File: src/design/fpu_flags_pkg.sv
// operand class and exception flags
package fpu_flags_pkg;

  // decoded operand class, one hot except for nan/sig_nan overlap
  typedef struct packed {
    logic zero;
    logic nan;      // any nan, quiet or signaling
    logic sig_nan;  // nan with top mantissa bit clear
    logic infty;
    logic denormal; // exponent zero, mantissa nonzero
  } fpu_class_t;

  // exception flags reported with each result
  typedef struct packed {
    logic invalid;
    logic overflow;
    logic underflow;
    logic unimplemented; // denormal times normal
  } fpu_except_t;

endpackage

File: src/design/fpu_format_pkg.sv
// float format defaults and canonical values
package fpu_format_pkg;

  // single precision unless the top level says otherwise
  localparam int default_exp_width_c = 8;
  localparam int default_man_width_c = 23;

  localparam int word_max_c = 64; // widest format the helpers can build
  typedef logic [word_max_c-1:0] fpu_word_t;

  // exponent field all ones, placed above the mantissa
  function automatic fpu_word_t exp_ones(int unsigned e, int unsigned m);
    return ((fpu_word_t'(1) << e) - fpu_word_t'(1)) << m;
  endfunction

  function automatic fpu_word_t make_quiet_nan(int unsigned e, int unsigned m);
    return exp_ones(e, m) | (fpu_word_t'(1) << (m - 1)); // top mantissa bit set
  endfunction

  function automatic fpu_word_t make_sig_nan(int unsigned e, int unsigned m);
    return exp_ones(e, m) | ((fpu_word_t'(1) << (m - 1)) - fpu_word_t'(1));
  endfunction

  function automatic fpu_word_t make_infty(logic sign, int unsigned e, int unsigned m);
    return exp_ones(e, m) | (fpu_word_t'(sign) << (e + m));
  endfunction

  function automatic fpu_word_t make_zero(logic sign, int unsigned e, int unsigned m);
    return fpu_word_t'(sign) << (e + m);
  endfunction

endpackage
File: src/design/fpu_operand_if.sv
// classified operand bundle
`timescale 1ns/1ps

interface fpu_operand_if
  import fpu_flags_pkg::*, fpu_format_pkg::*;
#(
  parameter int e_p = default_exp_width_c,
  parameter int m_p = default_man_width_c
) ();

  logic           sign;
  logic [e_p-1:0] exp;  // biased exponent field
  logic [m_p-1:0] man;  // fraction without hidden bit
  fpu_class_t     cls;

  // driven by the classifier
  modport source (
    output sign,
    output exp,
    output man,
    output cls
  );

  // read by arithmetic and payload packing
  modport sink (
    input sign,
    input exp,
    input man,
    input cls
  );

endinterface

File: src/design/fpu_mul_top.sv
// pipelined floating-point multiplier
`timescale 1ns/1ps

module fpu_mul_top
  import fpu_flags_pkg::*, fpu_format_pkg::*;
#(
  parameter int e_p = default_exp_width_c,
  parameter int m_p = default_man_width_c
) (
  input  logic             clk_i,
  input  logic             reset_i,
  input  logic             en_i,
  input  logic             v_i,
  input  logic [e_p+m_p:0] a_i,
  input  logic [e_p+m_p:0] b_i,
  output logic             ready_o,
  output logic             v_o,
  output logic [e_p+m_p:0] z_o,
  output logic             invalid_o,
  output logic             overflow_o,
  output logic             underflow_o,
  output logic             unimplemented_o,
  input  logic             yumi_i // only with v_o and en_i high
);

  typedef struct packed {
    logic           sign;
    fpu_class_t     cls_a;
    fpu_class_t     cls_b;
    logic [e_p:0]   exp_sum;
    logic [e_p-1:0] exp_unbiased;
    logic [m_p:0]   man_a;
    logic [m_p:0]   man_b;
  } stage1_t;

  typedef struct packed {
    logic             sign;
    fpu_class_t       cls_a;
    fpu_class_t       cls_b;
    logic [e_p:0]     exp_sum;
    logic [e_p-1:0]   exp_unbiased;
    logic [2*m_p+1:0] product;
  } stage2_t;

  typedef struct packed {
    logic               sign;
    fpu_class_t         cls_a;
    fpu_class_t         cls_b;
    logic [e_p:0]       exp_sum;
    logic [e_p:0]       final_exp;
    logic [e_p+m_p-1:0] pre_round;
    logic               round_up;
  } stage3_t;

  logic               advance;
  logic               valid_1;
  logic               valid_2;
  logic [e_p:0]       exp_sum;
  logic [e_p-1:0]     exp_unbiased;
  logic [m_p:0]       man_a_norm;
  logic [m_p:0]       man_b_norm;
  logic [2*m_p+1:0]   product;
  logic [e_p:0]       final_exp;
  logic [e_p+m_p-1:0] pre_round;
  logic               round_up;
  stage1_t            s1_d;
  stage1_t            s1_q;
  stage2_t            s2_d;
  stage2_t            s2_q;
  stage3_t            s3_d;
  stage3_t            s3_q;
  fpu_except_t        except;

  fpu_operand_if #(.e_p(e_p), .m_p(m_p)) op_a ();
  fpu_operand_if #(.e_p(e_p), .m_p(m_p)) op_b ();

  fpu_operand_classify #(.e_p(e_p), .m_p(m_p)) u_classify_a (
    .operand_i (a_i),
    .op_o      (op_a)
  );

  fpu_operand_classify #(.e_p(e_p), .m_p(m_p)) u_classify_b (
    .operand_i (b_i),
    .op_o      (op_b)
  );

  fpu_mul_pipe_ctrl u_ctrl (
    .clk_i     (clk_i),
    .reset_i   (reset_i),
    .en_i      (en_i),
    .v_i       (v_i),
    .yumi_i    (yumi_i),
    .advance_o (advance),
    .valid_1_o (valid_1),
    .valid_2_o (valid_2),
    .valid_3_o (v_o)
  );

  fpu_mul_arith #(.e_p(e_p), .m_p(m_p)) u_arith (
    .op_a_i           (op_a),
    .op_b_i           (op_b),
    .exp_sum_o        (exp_sum),
    .exp_unbiased_o   (exp_unbiased),
    .man_a_norm_o     (man_a_norm),
    .man_b_norm_o     (man_b_norm),
    .man_a_r_i        (s1_q.man_a),
    .man_b_r_i        (s1_q.man_b),
    .product_o        (product),
    .product_r_i      (s2_q.product),
    .exp_unbiased_r_i (s2_q.exp_unbiased),
    .final_exp_o      (final_exp),
    .pre_round_o      (pre_round),
    .round_up_o       (round_up)
  );

  assign s1_d = '{sign: op_a.sign ^ op_b.sign, cls_a: op_a.cls, cls_b: op_b.cls,
                  exp_sum: exp_sum, exp_unbiased: exp_unbiased,
                  man_a: man_a_norm, man_b: man_b_norm};
  assign s2_d = '{sign: s1_q.sign, cls_a: s1_q.cls_a, cls_b: s1_q.cls_b,
                  exp_sum: s1_q.exp_sum, exp_unbiased: s1_q.exp_unbiased,
                  product: product};
  assign s3_d = '{sign: s2_q.sign, cls_a: s2_q.cls_a, cls_b: s2_q.cls_b,
                  exp_sum: s2_q.exp_sum, final_exp: final_exp,
                  pre_round: pre_round, round_up: round_up};

  fpu_stage_reg #(.payload_t(stage1_t)) u_stage_1 (
    .clk_i  (clk_i),
    .load_i (advance & v_i),
    .d_i    (s1_d),
    .q_o    (s1_q)
  );

  fpu_stage_reg #(.payload_t(stage2_t)) u_stage_2 (
    .clk_i  (clk_i),
    .load_i (advance & valid_1),
    .d_i    (s2_d),
    .q_o    (s2_q)
  );

  fpu_stage_reg #(.payload_t(stage3_t)) u_stage_3 (
    .clk_i  (clk_i),
    .load_i (advance & valid_2),
    .d_i    (s3_d),
    .q_o    (s3_q)
  );

  fpu_result_select #(.e_p(e_p), .m_p(m_p)) u_result (
    .sign_i      (s3_q.sign),
    .cls_a_i     (s3_q.cls_a),
    .cls_b_i     (s3_q.cls_b),
    .exp_sum_i   (s3_q.exp_sum),
    .final_exp_i (s3_q.final_exp),
    .pre_round_i (s3_q.pre_round),
    .round_up_i  (s3_q.round_up),
    .result_o    (z_o),
    .except_o    (except)
  );

  assign ready_o         = advance;
  assign invalid_o       = except.invalid;
  assign overflow_o      = except.overflow;
  assign underflow_o     = except.underflow;
  assign unimplemented_o = except.unimplemented;

endmodule

File: src/design/fpu_result_select.sv
// rounding and exception priority
`timescale 1ns/1ps

module fpu_result_select
  import fpu_flags_pkg::*, fpu_format_pkg::*;
#(
  parameter int e_p = default_exp_width_c,
  parameter int m_p = default_man_width_c
) (
  input  logic               sign_i,
  input  fpu_class_t         cls_a_i,
  input  fpu_class_t         cls_b_i,
  input  logic [e_p:0]       exp_sum_i,
  input  logic [e_p:0]       final_exp_i,
  input  logic [e_p+m_p-1:0] pre_round_i,
  input  logic               round_up_i,
  output logic [e_p+m_p:0]   result_o,
  output fpu_except_t        except_o
);

  logic [e_p+m_p:0]   qnan;
  logic [e_p+m_p:0]   snan;
  logic [e_p+m_p:0]   infty;
  logic [e_p+m_p:0]   zero;
  logic [e_p+m_p-1:0] rounded;
  logic               carry_into_exp;
  logic               exp_sum_ufl;
  logic               exp_sum_ofl;
  logic               round_ofl;
  logic               round_ufl;

  assign qnan  = (e_p+m_p+1)'(make_quiet_nan(e_p, m_p));
  assign snan  = (e_p+m_p+1)'(make_sig_nan(e_p, m_p));
  assign infty = (e_p+m_p+1)'(make_infty(sign_i, e_p, m_p));
  assign zero  = (e_p+m_p+1)'(make_zero(sign_i, e_p, m_p));

  // increment ripples into the exponent when the mantissa is all ones
  assign carry_into_exp = round_up_i & (&pre_round_i[m_p-1:0]);
  assign rounded        = pre_round_i + (e_p+m_p)'(round_up_i);

  // top two bits of the biased sum tell range before normalization
  assign exp_sum_ufl = (exp_sum_i[e_p-:2] == 2'b00);
  assign exp_sum_ofl = (exp_sum_i[e_p-:2] == 2'b11) | final_exp_i[e_p];

  assign round_ofl = (&pre_round_i[m_p+:e_p]) | (&rounded[m_p+:e_p]);
  assign round_ufl = ~|pre_round_i[m_p+:e_p] & ~carry_into_exp; // no denormal results

  always_comb begin
    except_o = '0;
    result_o = {sign_i, rounded};
    if (cls_a_i.sig_nan | cls_b_i.sig_nan) begin
      except_o.invalid = 1'b1;
      result_o         = snan;
    end else if (cls_a_i.nan | cls_b_i.nan) begin
      result_o = qnan;
    end else if (cls_a_i.infty | cls_b_i.infty) begin
      if (cls_a_i.zero | cls_b_i.zero) begin
        except_o.invalid = 1'b1; // inf * 0
        result_o         = qnan;
      end else begin
        result_o = infty;
      end
    end else if (cls_a_i.zero | cls_b_i.zero) begin
      result_o = zero;
    end else if (cls_a_i.denormal & cls_b_i.denormal) begin
      except_o.underflow = 1'b1;
      result_o           = zero;
    end else if (cls_a_i.denormal | cls_b_i.denormal) begin
      except_o.unimplemented = 1'b1;
      result_o               = qnan;
    end else if (exp_sum_ufl) begin
      except_o.underflow = 1'b1;
      result_o           = zero;
    end else if (exp_sum_ofl | round_ofl) begin
      except_o.overflow = 1'b1;
      result_o          = infty;
    end else if (round_ufl) begin
      except_o.underflow = 1'b1;
      result_o           = zero;
    end
  end

endmodule

File: src/design/fpu_mul_arith.sv
// exponent, mantissa product and round decision
`timescale 1ns/1ps

module fpu_mul_arith
  import fpu_format_pkg::*;
#(
  parameter int e_p = default_exp_width_c,
  parameter int m_p = default_man_width_c
) (
  fpu_operand_if.sink            op_a_i,
  fpu_operand_if.sink            op_b_i,
  output logic [e_p:0]           exp_sum_o,
  output logic [e_p-1:0]         exp_unbiased_o,
  output logic [m_p:0]           man_a_norm_o,
  output logic [m_p:0]           man_b_norm_o,
  input  logic [m_p:0]           man_a_r_i,
  input  logic [m_p:0]           man_b_r_i,
  output logic [2*m_p+1:0]       product_o,
  input  logic [2*m_p+1:0]       product_r_i,
  input  logic [e_p-1:0]         exp_unbiased_r_i,
  output logic [e_p:0]           final_exp_o,
  output logic [e_p+m_p-1:0]     pre_round_o,
  output logic                   round_up_o
);

  logic [e_p:0]   exp_sum;
  logic           prod_hi;
  logic           lsb;
  logic           guard;
  logic           sticky;
  logic [m_p-1:0] man_shifted;

  // stage 0: ea + eb + 1, then flipping bit e_p-1 takes off the bias
  assign exp_sum        = {1'b0, op_a_i.exp} + {1'b0, op_b_i.exp} + (e_p+1)'(1);
  assign exp_sum_o      = exp_sum;
  assign exp_unbiased_o = {~exp_sum[e_p-1], exp_sum[e_p-2:0]};

  assign man_a_norm_o = {1'b1, op_a_i.man}; // hidden bits
  assign man_b_norm_o = {1'b1, op_b_i.man};

  // stage 1
  assign product_o = man_a_r_i * man_b_r_i;

  // stage 2: product in [2,4) needs a one bit shift
  assign prod_hi = product_r_i[2*m_p+1];

  always_comb begin
    if (prod_hi) begin
      man_shifted = product_r_i[m_p+1+:m_p];
      lsb         = product_r_i[m_p+1];
      guard       = product_r_i[m_p];
      sticky      = |product_r_i[m_p-1:0];
    end else begin
      man_shifted = product_r_i[m_p+:m_p];
      lsb         = product_r_i[m_p];
      guard       = product_r_i[m_p-1];
      sticky      = |product_r_i[m_p-2:0];
    end
  end

  // nearest even: round up above half, or at half when lsb is odd
  assign round_up_o = guard & (sticky | lsb);

  assign final_exp_o = {1'b0, exp_unbiased_r_i} + (e_p+1)'(prod_hi);
  assign pre_round_o = {final_exp_o[e_p-1:0], man_shifted};

endmodule

File: src/design/fpu_stage_reg.sv
// pipeline stage payload register
`timescale 1ns/1ps

module fpu_stage_reg #(
  parameter type payload_t = logic
) (
  input  logic     clk_i,
  input  logic     load_i,
  input  payload_t d_i,
  output payload_t q_o
);

  payload_t data_r;

  // hold unless the stage is loaded with a valid item
  always_ff @(posedge clk_i) begin
    if (load_i) begin
      data_r <= d_i;
    end
  end

  assign q_o = data_r;

endmodule

File: src/design/fpu_mul_pipe_ctrl.sv
// multiplier pipeline control
`timescale 1ns/1ps

module fpu_mul_pipe_ctrl (
  input  logic clk_i,
  input  logic reset_i,
  input  logic en_i,
  input  logic v_i,
  input  logic yumi_i,
  output logic advance_o,
  output logic valid_1_o,
  output logic valid_2_o,
  output logic valid_3_o
);

  logic v_1_r;
  logic v_2_r;
  logic v_3_r;
  logic stall;

  // last stage full and not taken
  assign stall     = v_3_r & ~yumi_i;
  assign advance_o = en_i & ~stall;

  always_ff @(posedge clk_i) begin
    if (reset_i) begin
      v_1_r <= 1'b0;
      v_2_r <= 1'b0;
      v_3_r <= 1'b0;
    end else if (advance_o) begin
      v_1_r <= v_i;
      v_2_r <= v_1_r;
      v_3_r <= v_2_r;
    end
  end

  assign valid_1_o = v_1_r;
  assign valid_2_o = v_2_r;
  assign valid_3_o = v_3_r;

endmodule

File: src/design/fpu_operand_classify.sv
// operand field split and classification
`timescale 1ns/1ps

module fpu_operand_classify
  import fpu_flags_pkg::*, fpu_format_pkg::*;
#(
  parameter int e_p = default_exp_width_c,
  parameter int m_p = default_man_width_c
) (
  input  logic [e_p+m_p:0] operand_i,
  fpu_operand_if.source    op_o
);

  logic [e_p-1:0] exp;
  logic [m_p-1:0] man;
  logic           exp_all_ones;
  logic           exp_zero;
  logic           man_zero;

  assign exp = operand_i[m_p+:e_p];
  assign man = operand_i[m_p-1:0];

  assign exp_all_ones = &exp;
  assign exp_zero     = ~|exp;
  assign man_zero     = ~|man;

  assign op_o.sign = operand_i[e_p+m_p];
  assign op_o.exp  = exp;
  assign op_o.man  = man;

  always_comb begin
    op_o.cls.zero     = exp_zero & man_zero;
    op_o.cls.denormal = exp_zero & ~man_zero;
    op_o.cls.infty    = exp_all_ones & man_zero;
    op_o.cls.nan      = exp_all_ones & ~man_zero;
    // quiet bit clear marks a signaling nan
    op_o.cls.sig_nan  = exp_all_ones & ~man_zero & ~man[m_p-1];
  end

endmodule

File: config.mk
export PLATFORM = sky130hd
export DESIGN_NAME = fpu_mul_top
export DESIGN_NICKNAME = d
export VERILOG_FILES = /design/src/design/fpu_flags_pkg.sv /design/src/design/fpu_format_pkg.sv /design/src/design/fpu_operand_if.sv /design/src/design/fpu_mul_top.sv /design/src/design/fpu_result_select.sv /design/src/design/fpu_mul_arith.sv /design/src/design/fpu_stage_reg.sv /design/src/design/fpu_mul_pipe_ctrl.sv /design/src/design/fpu_operand_classify.sv
export SDC_FILE = /design/constraint.sdc
export NUM_CORES = 2
export LEC_CHECK = 0
export BUFFER_PORTS_ARGS = -buffer_cell sky130_fd_sc_hd__clkbuf_2
export CAP_MARGIN = 20
export CORE_MARGIN = 1.5
export CORE_UTILIZATION = 62
export DETAILED_ROUTE_END_ITERATION = 10
export PLACE_DENSITY = 0.8
export SLEW_MARGIN = 25
export SYNTH_ARGS = -nofsm -noshare
export SYNTH_HDL_FRONTEND = slang
export SYNTH_SLANG_ARGS = --single-unit
File: constraint.sdc
create_clock -name clk_i -period 8.2 [get_ports clk_i]
set_input_delay 0.82 -clock clk_i [delete_from_list [all_inputs] [get_ports clk_i]]
set_output_delay 0.82 -clock clk_i [all_outputs]
set_load 0.05 [all_outputs]
---- Yosys cells after proc, flatten, opt, wreduce, memory -nomap -nowiden ----
Cells that the tools add are included.
operators by class
  $lt $le $gt $ge ......................... 0
  div/mod/pow operators ................... 0
  reductions and logical operators ........ 18
  bitwise logic cells ..................... 35
  shift-type cells ........................ 0
  equality and inequality tests ........... 1
  mux-type cells .......................... 31
  $mul .................................... 1
  $add $sub $neg .......................... 4
operators with widths
  kind                 count
  $mux 32              7
  $mux 31              3
  $reduce_or 23->1     3
  $mul 24x24->48       1
  $reduce_and 8->1     4
  $add 31x1->31        1
  $reduce_or 8->1      3
  $mux 23              1
  $reduce_and 23->1    1
  $reduce_or 22->1     1
  $and 1x1->1          19
  $mux 1               15
  $add 8x1->9          1
  $add 8x8->9          1
  $add 9x1->9 const B  1
  $mux 3               3
  $or 1x1->1           9
  $not 1->1            6
  $logic_not 1->1      5
  $mux 4               1
  $eq 2x2->1 const B   1
  $logic_not 2->1      1
  $mux 2               1
  $xor 1x1->1          1
word-level totals
  register bits after elaboration ......... 214
  output and inout port bits .............. 38
  bits in writable memories ............... 0
  memories ................................ 0
  memory bits (read-only) ................. 0
  input bits .............................. 69
  latch bits .............................. 0
  word-level logic and storage cells ...... 137

---- Longest topological paths before layout ----
  depth after elaboration ................. 13
  gate-level depth with buffers ........... 26
  gate-level depth less buffers ........... 24

---- By module ----
From an unflattened synthesis, not the netlist that was laid out.
unflattened totals
  cells, all modules ...................... 2856
  area total of the unflattened synthesis .. 28817.6 um2
modules (own cells, without submodules)
  module                          seq. area each (um2)  cells an instance  area each (um2)  times used
  fpu_mul_arith                   0.0                   2333               20218.1          1
  fpu_stage_reg at u_stage_1 ...  2282.2                76                 2282.2           2
  fpu_stage_reg at u_stage_3      1831.8                61                 1831.8           1
  fpu_result_select               0.0                   187                1273.7           1
  fpu_operand_classify            0.0                   53                 382.9            2
  fpu_mul_pipe_ctrl               60.1                  13                 136.4            1
  fpu_mul_top                     0.0                   4                  27.5             1

---- Least setup slack after synthesis ----
Ideal clock, no wire load.
  kind .................................... register to register
  start ................................... register u_stage_1.data_r (netlist bit u_stage_1.q_o[37])
  end ..................................... register u_stage_2.data_r (netlist bit u_stage_2.q_o[34]) (data pin)
  arrival time ............................ 6.300 ns
  setup slack ............................. 1.639 ns
  required time ........................... 7.940 ns
  cell stages (with the launch flop) ...... 23
  setup time .............................. 0.260 ns
  path buffers ............................ 1
  clock period less this slack ............ 6.561 ns
  cells stage by stage .................... edfxtp_1 clkbuf_1 and2_1 fa_1 fa_1 inv_1 fa_1 inv_1 fa_1 fa_1 fa_1 inv_1 fa_1 inv_1 ha_1 a2111oi_2 o21a_1 or3_1 o31ai_4 o21a_1 a41o_1 o41a_1 xor2_1
between the ends
  longest elaborated chain between the ends .. 1
RTL lines
  what                      RTL line             text
  start: declaration        fpu_stage_reg.sv:13  payload_t data_r;
  start signal: assignment  fpu_stage_reg.sv:18  data_r <= d_i;
  $mul 24x24->48            fpu_mul_arith.sv:42  assign product_o = man_a_r_i * man_b_r_i;
  net product[34]           fpu_mul_top.sv:62    logic [2*m_p+1:0] product;
  end signal: assignment    fpu_stage_reg.sv:18
  end: declaration          fpu_stage_reg.sv:13
The timed path passes the listed nets, and every way through them passes these cells.
A chain may end at the register's enable or synchronous reset.

---- Final worst setup path ----
  start ................................... register u_stage_1.data_r (netlist bit u_stage_1.q_o[32])
  end ..................................... register u_stage_2.data_r (netlist bit u_stage_2.q_o[47]) (data pin)
Same word-level chain as after synthesis.

==> run metrics <==
vias per inst 5.77; DRC viols 0; Slew @ Worst Pin 1.11 ns; worst skew pair latency 0.49 ns; slowest stage delay, CP 0.91 ns; area leader, netlist fa_1; TritonCTS buffer count 17; gr busiest metal met2; Mapped Area 26700 µm²; Max Fclk 128 MHz; WHS 0.420 ns; post-route minimum period 7.82 ns; CTS tree yes; All-Layer GR Usage 0.330; final setup violation count 0; Routed Antenna Nets 0; top_reg_cell synth edfxtp_1; maximum clock path buffer count 2; Crit path required time 8.42 ns; row count 75; Starting Density 0.631; Max Cap Viol 0; Mapped Avg Cell Area 9.92 µm²; die width 210 µm; diodes inserted 0; initial antenna violation count 1; Root Buffer clkbuf_16; global placement routability congestion 1.00; met1 GRT Util 0.428; wire per inst 21.0 µm; Core ar. 42200 µm²; initial DRC count 1990; critical path cell sequence inv_1 > nor2_1 > fa_1 > fa_1 > inv_1 > fa_1 > inv_1 > fa_1 > inv_1 > fa_1 > inv_1 > fa_1 > inv_1 > fa_1 > inv_1 > ha_1 > a21oi_1 > o21ai_0 > nand2_1 > a311oi_1 > nor3_1 > o31ai_1 > mux2i_1 > nand2_1; # hold bufs at CTS 0; Netlist cell types 67; met2 Usage GRT 0.536; HP Class reg -> reg; Global Route met3 Usage 0.0726; clock skew 0.0306 ns; worst-path fanout max 20; dpl hpwl 54700 µm; I/O Buffers 106; clock slew at reported path FFs 0.09 ns; post-synthesis sequential area ratio 0.207; clock sinks 185; vias in the first global route 20408; number of flops mapped to enable cells by yosys 182; GRT Residual Overflow 0; post-cts sizing count 0; cells after synthesis 2688; outcome finished, final reports clean; critical path launch point type flop; top cells by area, synth fa_1 36%, edfxtp_1 20%, ha_1 8.8%; largest net degree at the start of global routing 70; sum of negative setup slack 0 ns; CP arrival 8.03 ns; H-tree Lvls 4; most frequent cells in the layout 603 x inv_1, 483 x fa_1, 300 x nand2_1, 271 x and2_1, 187 x ha_1; commonest non-fill, non-tap cell in the layout inv_1; share of the clock period used by the worst path 0.953; Synthesis Warnings 0; R2R setup slack 0.38 ns; IO Pins 107; flops & latches, synth 185; final hold vios 0; RSZ-0062 raised after global routing false; nets 3489; critical path's slowest cell edfxtp_1; Synth async-reset ratio 0; critical setup path kind reg -> reg; first-pass GRT wire length 110000 µm; DIE AREA 44300 µm²; Die Y 210 µm; Synth top area share 0.363; CP Capture Type flop; Slew headroom 0.260; first-pass iteration count of the detailed router 6; Routed WL 69200 µm; share of layout cells above drive strength 1 0.0872; Area Overhead vs Synth 6.68%; Slew Viols, Final 0; postcts setup bufs 0; via count 19064; synthesized net count 3427
cell families (layout without fill, tap and decap cells):
group | count (synthesis) | after routing | share of synthesized area
xor gates and xnor gates | 84 | 84 | 0.0276
adders and majority gates | 670 | 670 | 0.450
and+or+nand+nor | 798 | 798 | 0.152
buffers and inverters | 716 | 791 | 0.101
AOI/OAI and AO/OA | 208 | 208 | 0.0503
muxes | 27 | 27 | 0.0112
DFF | 185 | 185 | 0.207
flip-flops by register name, summed over array words and instances (netlist names):
register / flops
u_ctrl.valid_2_o: 1
u_ctrl.valid_1_o: 1
u_stage_3.q_o: 46
u_stage_1.q_o: 67
u_stage_2.q_o: 69
u_ctrl.valid_3_o: 1
critical path, delay by kind of cell (launching register included):
| kind | cells | cell delay (ns) |
|---|---|---|
| compound gates | 4 | 1.33 |
| fa+ha+maj | 8 | 3.80 |
| buf+inv | 7 | 0.66 |
| flops | 1 | 0.91 |
| mux | 1 | 0.24 |
| simple gates | 4 | 0.58 |
synthesized netlist by cell type (all sizes together), types with 2 or more instances:
cell type and number:
nor2 85, nor3b 2, clkbuf 106, o211ai 5
nor3 13, o21bai 9, a31oi 7, a211oi 7
ha 187, and2 274, o21ai 66, mux2 23
nor2b 2, nand2b 6, inv 603, nand2 301
and4 5, mux2i 4, nor4 27, a221oi 2
a21o 24, nand4 27, xor2 41, a21oi 56
and3 14, or2 3, a21boi 5, clkinv 3
nand3 35, buf 4, dfxtp 3, a2111oi 3
o31ai 6, or3 2, fa 483, o31a 2
o21a 4, o22ai 3, edfxtp 182, xnor2 43
a31o 2
metal layers:
metal / up-vias / share of wire / wire (µm)
li1: 8376 / - / -
met1: 9445 / 0.39 / 27000
met2: 1017 / 0.47 / 32400
met3: 224 / 0.097 / 6700
met4: 2 / 0.046 / 3170
met5: - / 0.00019 / 13
final timing paths:
path,start,end,cells after the start
worst max-delay path,u_stage_1.q_o[32]$_DFFE_PP_,u_stage_2.q_o[47]$_DFFE_PP_,24
worst min-delay path,u_stage_1.q_o[72]$_DFFE_PP_,u_stage_2.q_o[72]$_DFFE_PP_,0
worst max register to register,u_stage_1.q_o[32]$_DFFE_PP_,u_stage_2.q_o[47]$_DFFE_PP_,24
worst min register to register,u_stage_1.q_o[72]$_DFFE_PP_,u_stage_2.q_o[72]$_DFFE_PP_,0
metrics by stage:
step	utilization	instance area, µm²	setup WS (ns)	cells
global route	0.674	28400	0.0671	3302
global placement	0.657	27800	0.524	3264
finish	0.674	28400	0.382	3302
detailed placement	0.657	27800	0.440	3264
floorplan	-	26700	1.64	2688
CTS	0.672	28400	0.389	3296
final cells by class:
type / instances / area [µm²]
well taps: 539 / 674
multi-input cells: 1787 / 18400
inverters: 606 / 2270
repair buffers: 153 / 918
flip-flops and latches: 185 / 5530
fillers: 3256 / 13800
clock inverters: 15 / 181
clock buffers: 17 / 425
Power is not shown: default switching activity piles up to over one toggle a cycle in this logic, so the estimate is an artifact.
